[src/design/fm_regmap_pkg.sv]
// Register map of part 0 only; operator groups 3 to 9 are decoded alike in both parts
package fm_regmap_pkg;

    // Global register numbers
    localparam logic [7:0] reg_testym  = 8'h21; // Test bits, timer speed-up
    localparam logic [7:0] reg_lfo     = 8'h22;
    localparam logic [7:0] reg_clka1   = 8'h24; // Timer A, upper 8 bits
    localparam logic [7:0] reg_clka2   = 8'h25; // Timer A, lower 2 bits
    localparam logic [7:0] reg_clkb    = 8'h26;
    localparam logic [7:0] reg_timer   = 8'h27; // Mode, reset, enable, load
    localparam logic [7:0] reg_pcm     = 8'h2A;
    localparam logic [7:0] reg_pcm_en  = 8'h2B;
    localparam logic [7:0] reg_dactest = 8'h2C;

    // Prescaler selection, acts on the address write alone
    localparam logic [7:0] reg_clk_n6  = 8'h2D;
    localparam logic [7:0] reg_clk_n3  = 8'h2E;
    localparam logic [7:0] reg_clk_n2  = 8'h2F;

    // Operator register groups, 3x (DT/MUL) up to 9x (SSG-EG)
    localparam logic [3:0] op_group_first = 4'd3;
    localparam logic [3:0] op_group_last  = 4'd9;

    // Latched register number
    // Global registers read it whole, operator registers read it by field
    typedef union packed {
        logic [7:0] raw;
        struct packed {
            logic [3:0] group; // Upper nibble
            logic [1:0] slot;  // Operator, 0=S1 1=S3 2=S2 3=S4
            logic [1:0] ch;    // Channel within the part, 3 is unused
        } f;
    } reg_addr_u;

    // One-hot operator update strobe, bit n is group n+3
    typedef logic [6:0] op_up_t;

endpackage

[src/design/fm_timing_pkg.sv]
// Prescaler covers the FM clock enable only; ratios must stay below 8 to fit the counter
package fm_timing_pkg;

    // Prescaler setting, built bit by bit from writes to 2D and 2E
    typedef logic [1:0] div_t;

    // Divide by 6 out of reset
    localparam div_t div_reset = 2'd2;

    // cen-high cycles per clk_en pulse
    localparam logic [2:0] ratio_6 = 3'd6; // Code 2
    localparam logic [2:0] ratio_3 = 3'd3; // Codes 1 and 3
    localparam logic [2:0] ratio_2 = 3'd2; // Code 0

endpackage

[src/design/fm_reg_decoder.sv]
// Writes are taken as they come, busy is not checked; PCM decode only exists with use_pcm set
module fm_reg_decoder #(
    parameter bit use_pcm = 1'b1
) (
    input  logic                  clk,
    input  logic                  rst,
    input  logic [7:0]            din,
    input  logic                  write,
    input  logic [1:0]            addr,
    input  logic                  clk_en,
    // Test and LFO
    output logic                  eg_stop,
    output logic                  pg_stop,
    output logic                  fast_timers,
    output logic [2:0]            lfo_freq,
    output logic                  lfo_en,
    // Timers
    output logic [9:0]            value_a,
    output logic [7:0]            value_b,
    output logic                  load_a,
    output logic                  load_b,
    output logic                  enable_irq_a,
    output logic                  enable_irq_b,
    output logic                  clr_flag_a,
    output logic                  clr_flag_b,
    output logic                  csm,
    output logic                  effect,
    // PCM
    output logic [8:0]            pcm,
    output logic                  pcm_en,
    output logic                  pcm_wr,
    // Operator updates
    output fm_regmap_pkg::op_up_t op_up,
    output logic [2:0]            up_ch,
    output logic [1:0]            up_op,
    output logic [7:0]            reg_data
);

    fm_regmap_pkg::reg_addr_u sel; // Register picked by the last address write
    logic                     part;
    logic                     addr_wr;
    logic                     data_wr;
    logic                     op_hit;

    assign addr_wr = write && !addr[0];
    assign data_wr = write && addr[0];

    // Operator group in range and a real channel
    assign op_hit = sel.f.group >= fm_regmap_pkg::op_group_first &&
                    sel.f.group <= fm_regmap_pkg::op_group_last &&
                    sel.f.ch != 2'd3;

    always_ff @(posedge clk or posedge rst) begin
        if (rst) begin
            sel          <= '0;
            part         <= 1'b0;
            eg_stop      <= 1'b0;
            pg_stop      <= 1'b0;
            fast_timers  <= 1'b0;
            lfo_freq     <= 3'd0;
            lfo_en       <= 1'b0;
            value_a      <= 10'd0;
            value_b      <= 8'd0;
            load_a       <= 1'b0;
            load_b       <= 1'b0;
            enable_irq_a <= 1'b0;
            enable_irq_b <= 1'b0;
            clr_flag_a   <= 1'b0;
            clr_flag_b   <= 1'b0;
            csm          <= 1'b0;
            effect       <= 1'b0;
            pcm          <= 9'd0;
            pcm_en       <= 1'b0;
            pcm_wr       <= 1'b0;
            op_up        <= '0;
        end else if (addr_wr) begin
            sel.raw <= din;
            part    <= addr[1];
        end else if (data_wr) begin
            if (!part) begin
                case (sel.raw)
                    fm_regmap_pkg::reg_testym: begin
                        eg_stop     <= din[5];
                        pg_stop     <= din[3];
                        fast_timers <= din[2];
                    end
                    fm_regmap_pkg::reg_lfo:   {lfo_en, lfo_freq} <= din[3:0];
                    fm_regmap_pkg::reg_clka1: value_a[9:2] <= din;
                    fm_regmap_pkg::reg_clka2: value_a[1:0] <= din[1:0];
                    fm_regmap_pkg::reg_clkb:  value_b <= din;
                    fm_regmap_pkg::reg_timer: begin
                        effect <= |din[7:6];        // Any non-normal CH3 mode
                        csm    <= din[7:6] == 2'b10;
                        {clr_flag_b, clr_flag_a, enable_irq_b, enable_irq_a, load_b, load_a}
                            <= din[5:0];
                    end
                    default: ;
                endcase
                if (use_pcm) begin
                    case (sel.raw)
                        fm_regmap_pkg::reg_pcm:     pcm <= {~din[7], din[6:0], 1'b1};
                        fm_regmap_pkg::reg_dactest: pcm[0] <= din[3]; // Extra DAC bit
                        fm_regmap_pkg::reg_pcm_en:  pcm_en <= din[7];
                        default: ;
                    endcase
                end
            end
            pcm_wr <= use_pcm && !part && sel.raw == fm_regmap_pkg::reg_pcm;

            // Group 3 lands on bit 0
            if (op_hit)
                op_up <= fm_regmap_pkg::op_up_t'(1) << (sel.f.group - fm_regmap_pkg::op_group_first);
            else
                op_up <= '0;
        end else if (clk_en) begin
            // One-shot strobes end on the next idle tick
            clr_flag_a <= 1'b0;
            clr_flag_b <= 1'b0;
            pcm_wr     <= 1'b0;
        end
    end

    // Target of the last data write, held for the operator bank
    always_ff @(posedge clk) begin
        if (data_wr) begin
            reg_data <= din;
            up_ch    <= {part, sel.f.ch};
            up_op    <= sel.f.slot;
        end
    end

    a_op_up_onehot: assert property (@(posedge clk) disable iff (rst) $onehot0(op_up));

    // The DAC strobe never outlives an idle clock enable
    a_pcm_wr_clear: assert property (
        @(posedge clk) disable iff (rst) (clk_en && !write) |=> !pcm_wr
    );

endmodule

[src/design/fm_busy_clock.sv]
// Prescaler reacts to address writes in either part; busy_len must be at least 1
module fm_busy_clock #(
    parameter int busy_len = 32
) (
    input  logic       clk,
    input  logic       rst,
    input  logic       cen,
    input  logic [7:0] din,
    input  logic       write,
    input  logic [1:0] addr,
    output logic       clk_en,
    output logic       busy
);

    localparam int cnt_w = (busy_len > 1) ? $clog2(busy_len) : 1;

    fm_timing_pkg::div_t div_setting;
    logic [2:0]          ratio;
    logic [2:0]          cen_cnt;
    logic                old_write;
    logic                data_rise;
    logic [cnt_w-1:0]    busy_cnt;

    always_comb begin
        case (div_setting)
            2'd2:       ratio = fm_timing_pkg::ratio_6;
            2'd1, 2'd3: ratio = fm_timing_pkg::ratio_3;
            default:    ratio = fm_timing_pkg::ratio_2;
        endcase
    end

    always_ff @(posedge clk or posedge rst) begin
        if (rst) begin
            div_setting <= fm_timing_pkg::div_reset;
        end else if (write && !addr[0]) begin
            case (din)
                fm_regmap_pkg::reg_clk_n6: div_setting[1] <= 1'b1;
                fm_regmap_pkg::reg_clk_n3: div_setting[0] <= 1'b1;
                fm_regmap_pkg::reg_clk_n2: div_setting    <= 2'd0;
                default: ;
            endcase
        end
    end

    // cen counter, >= catches a ratio that shrank mid-count
    always_ff @(posedge clk or posedge rst) begin
        if (rst) begin
            cen_cnt <= 3'd0;
            clk_en  <= 1'b0;
        end else begin
            clk_en <= cen && cen_cnt >= ratio - 3'd1;
            if (cen)
                cen_cnt <= (cen_cnt >= ratio - 3'd1) ? 3'd0 : cen_cnt + 3'd1;
        end
    end

    assign data_rise = write && !old_write && addr[0];

    always_ff @(posedge clk or posedge rst) begin
        if (rst) begin
            old_write <= 1'b0;
            busy      <= 1'b0;
            busy_cnt  <= '0;
        end else begin
            old_write <= write;
            if (data_rise) begin
                busy     <= 1'b1; // Restart on every new data write
                busy_cnt <= '0;
            end else if (clk_en && busy) begin
                if (busy_cnt == cnt_w'(busy_len - 1))
                    busy <= 1'b0;
                busy_cnt <= busy_cnt + 1'b1;
            end
        end
    end

    a_clk_en_single: assert property (@(posedge clk) disable iff (rst) clk_en |=> !clk_en);

    // Busy only ends on an FM tick
    a_busy_fall: assert property (@(posedge clk) disable iff (rst) $fell(busy) |-> $past(clk_en));

endmodule

[src/design/fm_status.sv]
// Timer flags come from outside and are taken as synchronous to clk
module fm_status (
    input  logic       clk,
    input  logic       rst,
    input  logic       busy,
    input  logic       flag_a,
    input  logic       flag_b,
    input  logic       enable_irq_a,
    input  logic       enable_irq_b,
    output logic [7:0] status,
    output logic       irq_n
);

    logic irq_req;

    assign irq_req = (flag_a && enable_irq_a) || (flag_b && enable_irq_b);

    always_ff @(posedge clk or posedge rst) begin
        if (rst) begin
            status <= 8'd0;
            irq_n  <= 1'b1;
        end else begin
            status <= {busy, 5'd0, flag_b, flag_a}; // Read-back byte
            irq_n  <= !irq_req;                     // Active low
        end
    end

    // Interrupt only with a flag shown in status whose enable was set
    a_irq_cause: assert property (
        @(posedge clk) disable iff (rst)
        !irq_n |-> (status[0] && $past(enable_irq_a)) || (status[1] && $past(enable_irq_b))
    );

endmodule

[src/design/fm_mmr_top.sv]
// Write side only; the operator register bank hangs off op_up, up_ch, up_op and reg_data
module fm_mmr_top #(
    parameter int busy_len = 32,
    parameter bit use_pcm  = 1'b1
) (
    input  logic                  clk,
    input  logic                  rst,
    input  logic                  cen,
    input  logic [7:0]            din,
    input  logic                  write,
    input  logic [1:0]            addr,
    input  logic                  flag_a,
    input  logic                  flag_b,
    output logic                  clk_en,
    output logic                  busy,
    output logic [7:0]            status,
    output logic                  irq_n,
    output logic                  eg_stop,
    output logic                  pg_stop,
    output logic                  fast_timers,
    output logic [2:0]            lfo_freq,
    output logic                  lfo_en,
    output logic [9:0]            value_a,
    output logic [7:0]            value_b,
    output logic                  load_a,
    output logic                  load_b,
    output logic                  enable_irq_a,
    output logic                  enable_irq_b,
    output logic                  clr_flag_a,
    output logic                  clr_flag_b,
    output logic                  csm,
    output logic                  effect,
    output logic [8:0]            pcm,
    output logic                  pcm_en,
    output logic                  pcm_wr,
    output fm_regmap_pkg::op_up_t op_up,
    output logic [2:0]            up_ch,
    output logic [1:0]            up_op,
    output logic [7:0]            reg_data
);

    fm_reg_decoder #(
        .use_pcm(use_pcm)
    ) u_decoder (
        .clk         (clk),
        .rst         (rst),
        .din         (din),
        .write       (write),
        .addr        (addr),
        .clk_en      (clk_en),
        .eg_stop     (eg_stop),
        .pg_stop     (pg_stop),
        .fast_timers (fast_timers),
        .lfo_freq    (lfo_freq),
        .lfo_en      (lfo_en),
        .value_a     (value_a),
        .value_b     (value_b),
        .load_a      (load_a),
        .load_b      (load_b),
        .enable_irq_a(enable_irq_a),
        .enable_irq_b(enable_irq_b),
        .clr_flag_a  (clr_flag_a),
        .clr_flag_b  (clr_flag_b),
        .csm         (csm),
        .effect      (effect),
        .pcm         (pcm),
        .pcm_en      (pcm_en),
        .pcm_wr      (pcm_wr),
        .op_up       (op_up),
        .up_ch       (up_ch),
        .up_op       (up_op),
        .reg_data    (reg_data)
    );

    fm_busy_clock #(
        .busy_len(busy_len)
    ) u_busy_clock (
        .clk   (clk),
        .rst   (rst),
        .cen   (cen),
        .din   (din),
        .write (write),
        .addr  (addr),
        .clk_en(clk_en),
        .busy  (busy)
    );

    fm_status u_status (
        .clk         (clk),
        .rst         (rst),
        .busy        (busy),
        .flag_a      (flag_a),
        .flag_b      (flag_b),
        .enable_irq_a(enable_irq_a),
        .enable_irq_b(enable_irq_b),
        .status      (status),
        .irq_n       (irq_n)
    );

endmodule

[config.mk]
export PLATFORM = sky130hd
export DESIGN_NAME = fm_mmr_top
export DESIGN_NICKNAME = d
export VERILOG_FILES = /design/src/design/fm_regmap_pkg.sv /design/src/design/fm_timing_pkg.sv /design/src/design/fm_reg_decoder.sv /design/src/design/fm_busy_clock.sv /design/src/design/fm_status.sv /design/src/design/fm_mmr_top.sv
export SDC_FILE = /design/constraint.sdc
export NUM_CORES = 1
export LEC_CHECK = 0
export BUFFER_PORTS_ARGS = -buffer_cell sky130_fd_sc_hd__buf_2
export CORE_ASPECT_RATIO = 0.6
export CORE_MARGIN = 5
export CORE_UTILIZATION = 42
export CTS_BUF_LIST = sky130_fd_sc_hd__clkbuf_16
export CTS_CLUSTER_SIZE = 24
export DETAILED_ROUTE_END_ITERATION = 12
export GPL_ROUTABILITY_DRIVEN = 0
export GPL_TIMING_DRIVEN = 0
export HOLD_SLACK_MARGIN = 0.12
export PLACE_DENSITY = 0.75
export SETUP_SLACK_MARGIN = 0.05
export SYNTH_ARGS = -nofsm -noshare
export SYNTH_HDL_FRONTEND = slang
export SYNTH_HIERARCHICAL = 1
export SYNTH_SLANG_ARGS = --single-unit
[constraint.sdc]
create_clock -name clk -period 1.8 [get_ports clk]
set_input_delay 0.09 -clock clk [delete_from_list [all_inputs] [get_ports clk]]
set_output_delay 0.09 -clock clk [all_outputs]
set_load 0.02 [all_outputs]
==> metrics.md, run 1 <==
| Metric | Value |
|---|---|
| Status | `completed` |
| Placed Area | `0.00431 mm²` |
| Register area share after synthesis | `0.631` |
| Hpwl dp | `6280 µm` |
| Fillers | `727` |
| Die extent in x | `131 µm` |
| Critical path capture point type | `register` |
| CTS Buf Count | `9` |
| Diodes inserted | `0` |
| H-tree Lvls | `3` |
| Initial antenna violation count | `0` |
| WHS | `0.141 ns` |
| Vias in the first global route | `2,685` |
| Vias/cell | `5.11` |
| Synth warn | `6` |
| Final ANT Viol Nets | `0` |
| TritonCTS clock tree | `built` |
| RSZ-0062 raised after global routing | `yes` |
| DRT Wirelength | `9300 µm` |
| Required time worst endpoint | `2.02 ns` |
| Crit path time final | `1.73 ns` |
| Worst-path clk slew | `0.06 ns` |
| # setup viols final | `0` |
| Die Y | `82.5 µm` |
| Nets@finish | `415` |
| Mean routed wirelength per cell | `18.2 µm` |
| Synth top area share | `0.510` |
| Drt drc | `0` |
| Power density over the cells | `1040 mW/mm²` |
| Critical path data arrival time | `1.95 ns` |
| Fmax | `578 MHz` |
| Post-Route Utilization | `0.579` |
| Area leader, netlist | `dfrtp_1` |
| Core Region | `0.00852 mm²` |
| Die area | `0.0108 mm²` |
| Row cnt | `26` |
| Total power | `5.14 mW` |
| Synth Instances | `266` |
| CP Class | `reg -> reg` |
| Initial Utilization | `0.432` |
| Ranking of synthesized cells by area | `dfrtp_1 (51%), mux2_2 (14%), edfxtp_1 (11%)` |
| Largest net degree at the start of global routing | `35` |
| Worst Path Max Fanout | `5` |
| Layout cells sized above 1 | `0.477` |
| Final slew viol count | `0` |
| Total GRT Usage | `0.177` |
| Synthesis-to-finish area growth | `34.2%` |
| PortBufs | `85` |
| Clock Skew | `0.00490 ns` |
| Leakage | `2.50 nW` |
| Clk sinks | `90` |
| Max clock buf depth | `2` |
| Final period utilization | `0.962` |
| First-pass GRT wire length | `14,300 µm` |
| Design area | `0.00494 mm²` |
| Clock latency on the worst-skew pair | `0.34 ns` |
| Hold Vio Cnt, Final | `0` |
| # IOs | `91` |
| GRT overflow | `0` |
| Slew Limit Headroom | `0.520` |
| Synthesized area | `0.00368 mm²` |
| Cell variety after synth | `40` |
| Clock root buffer | `clkbuf_16` |
| Worst-margin pin slew | `0.720 ns` |
| First-pass DRT Iterations | `4` |
| Synth Register Bits | `90` |
| Max VDD drop | `0.561 mV` |
| Min-Delay Path Class | `in -> reg` |
| Crit path launch type | `register` |
| Max cap viols | `0` |
| Starting DRT DRC Count | `123` |
| Syn Area/Cell | `13.8 µm²` |
| Via count | `2,606` |
## Yosys cell counts
| cell | instances |
|---|---|
| a21boi_0 | 1 |
| a21o_1 | 2 |
| a21oi_1 | 7 |
| a22oi_2 | 1 |
| a31oi_1 | 3 |
| a41oi_1 | 1 |
| and2_1 | 1 |
| and3_1 | 2 |
| and3b_1 | 1 |
| and4_2 | 2 |
| and4b_2 | 2 |
| buf_4 | 5 |
| buf_6 | 1 |
| clkbuf_1 | 4 |
| clkbuf_2 | 1 |
| conb_1 | 1 |
| dfrtp_1 | 75 |
| dfstp_2 | 2 |
| edfxtp_1 | 13 |
| ha_1 | 6 |
| inv_1 | 12 |
| mux2_2 | 47 |
| mux2i_1 | 4 |
| nand2_1 | 21 |
| nand2b_1 | 3 |
| nand3_1 | 9 |
| nand4_1 | 3 |
| nand4_2 | 3 |
| nor2_1 | 6 |
| nor2_4 | 1 |
| nor2b_1 | 5 |
| nor3_1 | 2 |
| nor4b_4 | 1 |
| nor4bb_1 | 2 |
| o21ai_0 | 7 |
| o31ai_1 | 2 |
| o41ai_1 | 3 |
| or3_1 | 1 |
| or4_4 | 1 |
| xor2_1 | 2 |
## stage by stage
step | setup WS [ns] | TNS [ns] | instances
CTS | 0.0457 | 0 | 500
finish | 0.0688 | 0 | 510
detailed placement | -0.271 | -6.01 | 468
global placement | -0.535 | -36.71 | 467
floorplan | 0.0314 | 0 | 270
global route | 0.0228 | 0 | 510
## layout by cell type, fill, tap and decap left out, types with 4 or more instances in the layout
cell type and n:
clkbuf_16 9, o21ai_0 7, mux2_4 9, nand2_1 21, buf_4 16, dfrtp_1 72
mux2i_1 4, nor2_1 6, a21oi_1 7, conb_1 5, mux2_2 38, inv_1 12
buf_2 85, dlygate4sd3_1 14, nand3_1 9, edfxtp_1 13, ha_1 6
## final timing paths
check / startpoint / endpoint / slack, ns / cells past startpoint
setup / recovery: u_decoder/sel[7] / u_decoder/lfo_freq[0] / 0.07 / 4
hold / removal: addr[0] / u_decoder/op_up[3] / 0.14 / 3
setup reg to reg: u_decoder/sel[7] / u_decoder/lfo_freq[0] / 0.07 / 4
hold reg to reg: u_decoder/enable_irq_b / u_status/irq_n / 0.47 / 1
max in group asynchronous: rst / u_decoder/sel[7] / 0.79 / 4
min in group asynchronous: rst / u_status/status[7] / 0.21 / 3
## flip-flops by register name (all words and copies together), names as in the netlist, 2 cells and up
register and flops:
u_busy_clock/busy_cnt 5, u_busy_clock/cen_cnt 3, u_busy_clock/div_setting 2, u_decoder/lfo_freq 3, u_decoder/op_up 7, u_decoder/pcm 9, u_decoder/reg_data 8, u_decoder/sel 8
u_decoder/up_ch 3, u_decoder/up_op 2, u_decoder/value_a 10, u_decoder/value_b 8, u_status/status 3
## where the power goes
| group | switching, mW | internal, mW |
|---|---|---|
| Clock | 0.784 | 1.07 |
| Combinational | 0.505 | 0.355 |
| Sequential | 0.171 | 2.26 |
## critical path, stage by stage, from the launching register on
cell and delay, ns:
dfrtp_2 0.45, nor4b_4 0.34, buf_6 0.16, and4b_2 0.35, mux2_4 0.32
## area by class of cell
cell class | count | area [µm²] | share of cell area
flip-flops and latches | 90 | 2320 | 0.471
multi-input cells | 157 | 1340 | 0.272
repair buffers | 114 | 711 | 0.144
clock buffers | 9 | 225 | 0.0456
well taps | 112 | 140 | 0.0284
plain buffers | 9 | 80.1 | 0.0162
clock inverters | 7 | 70.1 | 0.0142
inverters | 12 | 45.0 | 0.00912
## kinds of logic after synthesis
kind of cell             count (synthesis)  share of synthesized area
flip-flops                              90                      0.631
AND/OR/NAND/NOR                         66                      0.110
multiplexers                            51                      0.155
AO/OA/AOI/OAI                           27                     0.0473
buffers and inverters                   23                     0.0309
adder cells (fa/ha/maj)                  6                     0.0204
XOR/XNOR                                 2                    0.00476
other                                    1                    0.00102
## routing by layer
| metal | GRT usage | up-vias | routed length, µm |
|---|---|---|---|
| met5 | 0 | - | 0 |
| met4 | 0.0483 | 0 | 111 |
| met3 | 0.0733 | 10 | 850 |
| met2 | 0.266 | 88 | 4060 |
| met1 | 0.240 | 1304 | 4270 |
| li1 | - | 1204 | - |
## repair_timing
item | in CTS | in global routing
hold buffers | 14 | 0
endpoints found under the setup margin | 42 | 31
pin swaps | 1 | 3
hold endpoints to repair | 67 | 0
setup buffers | 4 | 9
gates cloned | 0 | 1
resized for setup | 8 | 14
No activity file was read; power rests on OpenSTA's default activity.
==> run 2, diff against run 1 <==
CELL_PAD_IN_SITES_DETAIL_PLACEMENT = 1   (was not set)
CELL_PAD_IN_SITES_GLOBAL_PLACEMENT = 1   (was not set)
CORE_UTILIZATION = 38   (was 42)
PLACE_DENSITY = 0.82   (was 0.75)
==> run 2 against run 1 <==
  * Maximum frequency shrank 0.44%
  * Combinational power grew 3.3%
  * Global-route usage grew 0.075 points
  * Critical endpoint is now u_decoder/value_b[4]
  * Wire length grew 13%
  * Clock power shrank 11%
  * Non-clock buffer count shrank 4
  * Via count grew 2.0%
  * Setup slack lost 0.0076 ns
  * Count of clock-buffer cells in the layout is the same
  * Register-to-register slack is essentially flat
  * Cell count grew 2.9%
  * Utilization shrank 5.4 points
==> metrics.md, run 2 (same netlist as run 1, synthesis figures left out) <==
| Metric | Value |
|---|---|
| Status | `completed` |
| GR Util met1 | `0.234 (-0.00570)` |
| Worst-path clk slew | `0.06 ns (about the same)` |
| Largest net degree at the start of global routing | `34 (-2.9%)` |
| Layout cells sized above 1 | `0.471 (-0.00650)` |
| DRT Wirelength | `10,500 µm (+13%)` |
| Max cap viols | `0 (unchanged)` |
| Nets@finish | `412 (-0.72%)` |
| Critical path capture point type | `register` |
| Power density over the cells | `1020 mW/mm² (-2.3%)` |
| Fmax | `575 MHz (-0.44%)` |
| Die area | `0.0118 mm² (+9.5%)` |
| Met2 usage | `0.280 (+0.0146)` |
| Row cnt | `27 (+3.8%)` |
| Worst path cell trace | `nor2b_4 -> nand4_2 -> mux2_2` |
| Largest regs | `u_decoder/value_a (10), u_decoder/pcm (9)` |
| Top reg by flops | `u_decoder/value_a` |
| CP Class | `reg -> reg` |
| Commonest cells after routing, fill and taps aside | `buf_2 (86), dfrtp_1 (71), mux2_2 (34)` |
| Post-route insts no fill | `525 (+2.9%)` |
| Worst Path Max Fanout | `11 (+6)` |
| Vias/cell | `5.06 (-0.92%)` |
| TritonCTS clock tree | `built` |
| Vias in the first global route | `2,899 (+8.0%)` |
| DP Cell Count | `486 (+3.8%)` |
| Max clock buf depth | `2 (unchanged)` |
| Crit path launch type | `register` |
| GRT met3 Usage | `0.0609 (-0.0124)` |
| Clock latency on the worst-skew pair | `0.34 ns (about the same)` |
| Largest register FFs | `10 (unchanged)` |
| Worst Hold Launch | `addr[0]` |
| GRT overflow | `0 (unchanged)` |
| Die extent in x | `137 µm (+4.7%)` |
| Clock Skew | `0.00758 ns (+0.00268 ns)` |
| First-pass GRT wire length | `15,900 µm (+11%)` |
| Final period utilization | `0.966 (+0.00423)` |
| Power Internal | `3.53 mW (-4.1%)` |
| Worst-margin pin slew | `0.749 ns (+0.0296 ns)` |
| Design area | `0.00490 mm² (-0.71%)` |
| Clk sinks | `90 (unchanged)` |
| Reg power frac | `0.489 (+0.017)` |
| Max VDD drop | `0.467 mV (-17%)` |
| Critical Path Start | `u_decoder/sel[1]` |
| Min-Delay Path Class | `in -> reg` |
| Slew Limit Headroom | `0.500 (-0.0197)` |
| Via count | `2,658 (+2.0%)` |
| Combinational share of power | `0.178 (+0.011)` |
| H-tree Lvls | `3 (unchanged)` |
| Busiest metal layer after global routing | `met2` |
| Final ANT Viol Nets | `0 (unchanged)` |
| Critical path data arrival time | `1.96 ns (about the same)` |
| Core Region | `0.00932 mm² (+9.4%)` |
| PortBufs | `85 (unchanged)` |
| Initial antenna violation count | `0 (unchanged)` |
| Most common library cell in the layout ignoring fill and taps | `buf_2` |
| Clock root buffer | `clkbuf_16` |
| Sw Share | `0.292 (+0.00789)` |
| Clk pwr share | `0.333 (-0.028)` |
| Die Y | `86.2 µm (+4.5%)` |
| Leakage | `2.48 nW (-0.75%)` |
| Mean routed wirelength per cell | `20.0 µm (+9.5%)` |
| Placed Area | `0.00433 mm² (+0.52%)` |
| # IOs | `91 (unchanged)` |
| First-pass DRT Iterations | `4 (unchanged)` |
| Switch Pwr | `1.45 mW (-0.35%)` |
| # setup viols final | `0 (unchanged)` |
| Slowest CP cell | `dfrtp_1` |
| RSZ-0062 raised after global routing | `yes` |
| Cell family with most CP delay | `simple AND/OR/NAND/NOR gates` |
| Crit path time final | `1.74 ns (+0.00762 ns)` |
| Required time worst endpoint | `2.03 ns (about the same)` |
| WP buf/inv | `0 (-1)` |
| Total GRT Usage | `0.178 (+0.000752)` |
| Reg-to-Reg Start | `u_decoder/sel[1]` |
| Final TNS setup | `0 ns (unchanged)` |
| CTS Buf Count | `9 (unchanged)` |
| Initial Utilization | `0.395 (-0.0371)` |
| Final slew viol count | `0 (unchanged)` |
| Hold Vio Cnt, Final | `0 (unchanged)` |
| Drt drc | `0 (unchanged)` |
| Diodes inserted | `0 (unchanged)` |
| Synthesis-to-finish area growth | `33.3%` |
| Starting DRT DRC Count | `102 (-17%)` |
| Hpwl dp | `7110 µm (+13%)` |
| Crit-path max cell delay | `0.57 ns (+0.12 ns)` |
==> run 2: worst reg2reg max path, stage by stage (launching register included) <==
cell	delay, ns
dfrtp_1	0.57
nor2b_4	0.35
nand4_2	0.33
mux2_2	0.37
==> run 2: final timing paths <==
check | to | slack, ns | cells past startpoint
max in group asynchronous | u_decoder/sel[5] | 0.71 | 4
max | u_decoder/value_b[4] | 0.06 | 3
min | u_decoder/op_up[3] | 0.17 | 3
max reg2reg | u_decoder/value_b[4] | 0.06 | 3
min in group asynchronous | u_status/status[1] | 0.20 | 3
min reg2reg | u_status/irq_n | 0.47 | 1
==> run 2: timing repair <==
action                                  4_1_cts  5_1_grt
pin swaps                                     1        2
hold buffers                                 12        1
setup buffers                                 2        8
gates resized for setup                       5       20
cloned                                        0        2
endpoints found under the setup margin       42       38
endpoints found under the hold margin        67        1
==> run 2: layout make-up <==
cell class / instances / area [µm²]
clock inverters: 7 / 32.5
well taps: 130 / 163
repair buffers: 110 / 663
plain buffers: 9 / 75.1
inverters: 12 / 45.0
multi-input cells: 158 / 1370
fillers: 996 / 4420
flip-flops and latches: 90 / 2320
clock buffers: 9 / 225
==> run 2: power groups by stage <==
| stage | sequential, mW | combinational, mW | clock [mW] |
|---|---|---|---|
| floorplan | 2.51 | 0.427 | 0 |
| global placement | 2.43 | 0.742 | 0 |
| detailed placement | 2.45 | 0.797 | 0 |
| CTS | 2.43 | 0.824 | 1.71 |
| global route | 2.46 | 0.993 | 1.79 |
| finish | 2.44 | 0.888 | 1.66 |
==> run 2: layer usage <==
| layer | share of wire | wire length (µm) |
|---|---|---|
| met3 | 0.063 | 665 |
| met2 | 0.47 | 4920 |
| met5 | 0 | 0 |
| met1 | 0.45 | 4760 |
| met4 | 0.013 | 134 |
==> run 2: metrics by stage <==
step | total power [mW] | setup slack, ns | hold WS [ns] | util
CTS | 4.96 | 0.0269 | 0.107 | 0.509
detailed placement | 3.25 | -0.207 | 0.00336 | 0.464
global placement | 3.18 | -0.584 | -0.0161 | 0.462
global route | 5.25 | -0.00745 | 0.149 | 0.526
floorplan | 2.94 | 0.0314 | -0.145 | -
finish | 4.99 | 0.0612 | 0.173 | 0.526
